`config.mk`:
```
export PLATFORM = sky130hd
export DESIGN_NAME = sigmul_cpa
export DESIGN_NICKNAME = d
export VERILOG_FILES = /design/src/rtl/sigmul_pkg.sv /design/src/rtl/sigmul_cpa.sv
export SDC_FILE = /design/constraint.sdc
export NUM_CORES = 1
export LEC_CHECK = 0
export BUFFER_PORTS_ARGS = -buffer_cell sky130_fd_sc_hd__buf_4
export CORE_AREA = 2 2 263 265
export CTS_CLUSTER_SIZE = 30
export DETAILED_ROUTE_END_ITERATION = 8
export DIE_AREA = 0 0 265 267
export PLACE_DENSITY = 0.56
export SETUP_SLACK_MARGIN = 0.5
export SYNTH_ARGS = -nofsm -noshare
export SYNTH_HDL_FRONTEND = slang
export SYNTH_SLANG_ARGS = --single-unit
export TNS_END_PERCENT = 5
```
`constraint.sdc`:
```
create_clock -name clk -period 9.2 [get_ports clk]
set_input_delay 2.3 -clock clk [delete_from_list [all_inputs] [get_ports clk]]
set_output_delay 2.3 -clock clk [all_outputs]
set_load 0.05 [all_outputs]
```
`src/rtl/sigmul_pkg.sv`:
```
package sigmul_pkg;

  ////////////////////////////////////////////////////////////////////////////
  // Widths
  ////////////////////////////////////////////////////////////////////////////

  // Fraction field of a binary128 operand
  localparam int NSIG = 112;
  // Significand with the hidden one restored
  localparam int SIG_W = NSIG + 1;
  localparam int PROD_W = 2 * SIG_W;
  // One row per multiplier significand bit
  localparam int PP_ROWS = SIG_W;

  ////////////////////////////////////////////////////////////////////////////
  // Pipeline shape
  ////////////////////////////////////////////////////////////////////////////

  // 113 rows need 11 levels of 3:2 reduction to reach two
  localparam int CSA_LEVELS = 11;
  // Levels 3 and 7 end in a register
  localparam logic [CSA_LEVELS-1:0] REG_LEVEL_MASK = 11'b000_1000_1000;
  // Operand register, two tree registers, adder register
  localparam int PIPE_LATENCY = 4;

  ////////////////////////////////////////////////////////////////////////////
  // Types
  ////////////////////////////////////////////////////////////////////////////

  typedef logic [NSIG-1:0] frac_t;
  typedef logic [PROD_W-1:0] prod_t;

  typedef struct packed {
    frac_t frac_a;
    frac_t frac_b;
  } sig_pair_t;

  typedef struct packed {
    prod_t sum;
    prod_t carry;
  } cs_pair_t;

  // Each whole group of three rows turns into two
  function automatic int csa_rows_out(int rows_in);
    return rows_in - rows_in / 3;
  endfunction

endpackage

```
`src/rtl/sigmul_cpa.sv`:
```
`timescale 1ns/1ps

module sigmul_cpa
(
  input  logic                 clk,
  input  logic                 reset,
  input  logic                 cs_valid,
  input  sigmul_pkg::cs_pair_t cs,
  output logic                 out_valid,
  output sigmul_pkg::prod_t    product
);

  localparam int LO_W = sigmul_pkg::PROD_W / 2;
  localparam int HI_W = sigmul_pkg::PROD_W - LO_W;

  logic [LO_W:0]     lo_sum;
  logic [HI_W-1:0]   hi_sum0;
  logic [HI_W-1:0]   hi_sum1;
  sigmul_pkg::prod_t sum_nxt;

  ////////////////////////////////////////////////////////////////////////////
  // Carry-select addition
  ////////////////////////////////////////////////////////////////////////////

  // Lower half, with its carry out on top
  assign lo_sum = {1'b0, cs.sum[LO_W-1:0]} + {1'b0, cs.carry[LO_W-1:0]};

  // Upper half for both possible carries in
  assign hi_sum0 = cs.sum[sigmul_pkg::PROD_W-1:LO_W] + cs.carry[sigmul_pkg::PROD_W-1:LO_W];
  assign hi_sum1 = hi_sum0 + HI_W'(1);

  assign sum_nxt = lo_sum[LO_W] ? {hi_sum1, lo_sum[LO_W-1:0]}
                                : {hi_sum0, lo_sum[LO_W-1:0]};

  ////////////////////////////////////////////////////////////////////////////
  // Output register
  ////////////////////////////////////////////////////////////////////////////

  always_ff @(posedge clk)
  begin
    if (reset)
      out_valid <= 1'b0;
    else
      out_valid <= cs_valid;
  end

  always_ff @(posedge clk)
  begin
    product <= sum_nxt;
  end

endmodule

```
==> run metrics <==
width of the die 265 µm; H-tree Lvls 1; Fin. Hold Viols 0; TritonCTS sink count 227; Yosys warnings 0; setup repair bufs after CTS 0; core area 0.06799 mm²; clock-pin slew on the worst setup and hold paths around 60 ps; crit end category flop; Seq cells post-synth 227; initial antenna violation count 15; PnR worst setup slack 1528 ps; minimum clock period 7672 ps; GRT Util Overall 0.2915; CP max stage cell or4_1; clock root buffer master clkbuf_16; # fillers 7,158; Crit Path Max Fanout 9; CTS tree built; startpoint types primary input; Clock Tree Buf Depth 3; Largest stage delay, worst path 680 ps; Synth cell types 89; syn avg cell area 7.442 µm²; max frequency roughly 130 MHz; Max VDD drop 151.1 µV; Top FF cell, synth dfxtp_1; post-cts resize count 0; MaxCap Viol Count 0; Data required, critical path 9710 ps; HP Class primary input to flop; setup TNS 0 ps; drt drc 0; Final #Nets 4,354; synthesized cell area 0.02293 mm²; crit path DAT 8180 ps; final WL ~110 mm; Post-Synthesis Cells 3,081; row count 96; most frequent cells in the layout buf_4 (688), a21oi_1 (341), nand2_1 (322); Avg WL per Cell around 24 µm; Post-DP Area 0.02867 mm²; actual slew at the worst max-slew pin 1175 ps; Multi-input gate area 0.01764 mm²; GRT overflow 0; commonest non-fill, non-tap cell in the layout buf_4; Pwr Total 5.534 mW; TritonRoute pass-1 iters 6; RSZ-0062 raised after global routing no; largest net degree at the start of global routing 15; ys async rst share 0; Critical path destination product[219]$_DFF_P_; dpl hpwl 94.24 mm; Post-CTS Hold Buffers 0; crit path kind primary input to flop; CTS Buf Count 30; Pins Over Slew Limit 0; LEAKAGE 12.84 nW; Final Cell Area 0.02971 mm²; port bufs roughly 700; sequential-to-total area share from yosys stat 0.1982; Placement Setup Slack 1064 ps; io pins 682; vias in the first global route 25,230; Tcrit/Tclk final 0.8339; Initial Utilization 0.3373; Critical Path Start cs[115]; critical-path cell list buf_4 -> ha_1 -> a211oi_1 -> o31a_1 -> o2111ai_1 -> o2111ai_1 -> a21boi_0 -> nor3_1 -> nor3_1 -> nand4b_1 -> or4_1 -> or3_1 -> or4_1 -> nor4_4 -> xnor2_1; final setup fails 0; die area 0.07076 mm²; status complete, no violations; first-pass GRT wire length 158.6 mm; layout cells sized above 1 0.2163; Routability Congestion 0.9539; Reg area around 0.0045 mm²; syn nets 3,764; DRT iter0 DRCs 2,039; Max-slew headroom 0.2070; P&R area growth vs syn 29.59%; Via Count 26,260; Avg Vias per Cell 5.730; number of synthesized flops with an enable pin 0; pwr dens 186.2 mW/mm²; DRT antenna net count 0; Die H ~270 µm
[state kept, by name, summed over array words and instances (netlist names)]
| signal | cells |
|---|---|
| product | 226 |
| out_valid | 1 |
[final cells by class]
cell class | count | share of cell area
antenna | 7 | 0.0005895
clock buffer | 40 | 0.02960
clock inverter | 15 | 0.004927
inverter | 58 | 0.007327
multi-input combinational | 2666 | 0.5937
sequential | 227 | 0.1529
tap | 882 | 0.03714
timing repair buffer | 688 | 0.1738
[synthesized netlist by cell type (28+ instances only)]
master	n	area share
nor2b_1	28	0.0076
ha_1	226	0.12
and3_1	35	0.0095
xnor2_1	195	0.074
a21o_1	105	0.034
nand2_1	322	0.053
dfxtp_1	227	0.20
and2_1	32	0.0087
nor2_1	246	0.040
inv_1	58	0.0095
nand3_1	66	0.014
a21oi_1	341	0.074
nor3_1	83	0.018
or3_1	31	0.0085
o21a_1	43	0.014
and4_1	28	0.011
nand4_1	110	0.030
xor2_1	103	0.039
or2_2	30	0.0082
clkbuf_1	101	0.017
o21bai_1	33	0.011
nor4_1	32	0.0087
a211oi_1	30	0.0098
a31oi_1	28	0.0076
o21ai_0	207	0.045
[kinds of logic (layout without fill, tap and decap cells)]
| group | count (synthesis) | in the layout | synth area share |
|---|---|---|---|
| XOR/XNOR | 298 | 298 | 0.1138 |
| AO/OA/AOI/OAI | 1004 | 1004 | 0.2776 |
| AND/OR/NAND/NOR | 1129 | 1129 | 0.2496 |
| buffers and inverters | 188 | 801 | 0.03247 |
| adder cells (fa/ha/maj) | 228 | 228 | 0.1251 |
| other | 0 | 7 | 0 |
| multiplexers | 7 | 7 | 0.003165 |
| flip-flops | 227 | 227 | 0.1982 |
[worst min-delay path by stage]
stage                     startpoint              endpoint  slack, ps  depth (start not counted)
final                          reset  out_valid$_SDFF_PP0_       1870                          2
after floorplan                reset  out_valid$_SDFF_PP0_       2370                          1
after global routing           reset  out_valid$_SDFF_PP0_       1860                          2
after global placement         reset  out_valid$_SDFF_PP0_       2470                          2
after CTS                      reset  out_valid$_SDFF_PP0_       1840                          2
after detailed placement       reset  out_valid$_SDFF_PP0_       2470                          2
[report_power, final]
| part | internal (mW) | switching, mW | leakage (nW) |
|---|---|---|---|
| registers | 1.22 | 0.0895 | 1.91 |
| clock network | 0.725 | 0.509 | 0.500 |
| logic | 0.955 | 2.04 | 10.4 |
| total | 2.90 | 2.64 | 12.8 |
[layer usage]
metal  GRT usage  share of wire  vias to the layer above
li1            -              -                    12640
met1      0.3675           0.42                    12350
met5           0        0.00052                        -
met3     0.04751          0.072                      165
met4      0.1003          0.032                       10
met2      0.5023           0.48                     1096
[critical path, delay by kind of cell]
family	cells	cell delay, ps
buffers and inverters	1	110
and+or+nand+nor	7	2910
xor gates and xnor gates	1	150
adders and majority gates	1	280
AOI/OAI and AO/OA	5	2400
[stage by stage]
stage / utilization / hold WS (ps) / std cells
2_1_floorplan: - / 2372 / 3081
5_1_grt: 0.4371 / 1857 / 4583
3_3_place_gp: 0.4217 / 2471 / 4521
4_1_cts: 0.4368 / 1836 / 4576
6_report: 0.4371 / 1869 / 4583
3_5_place_dp: 0.4217 / 2470 / 4521
No activity file was read; power rests on OpenSTA's default activity.
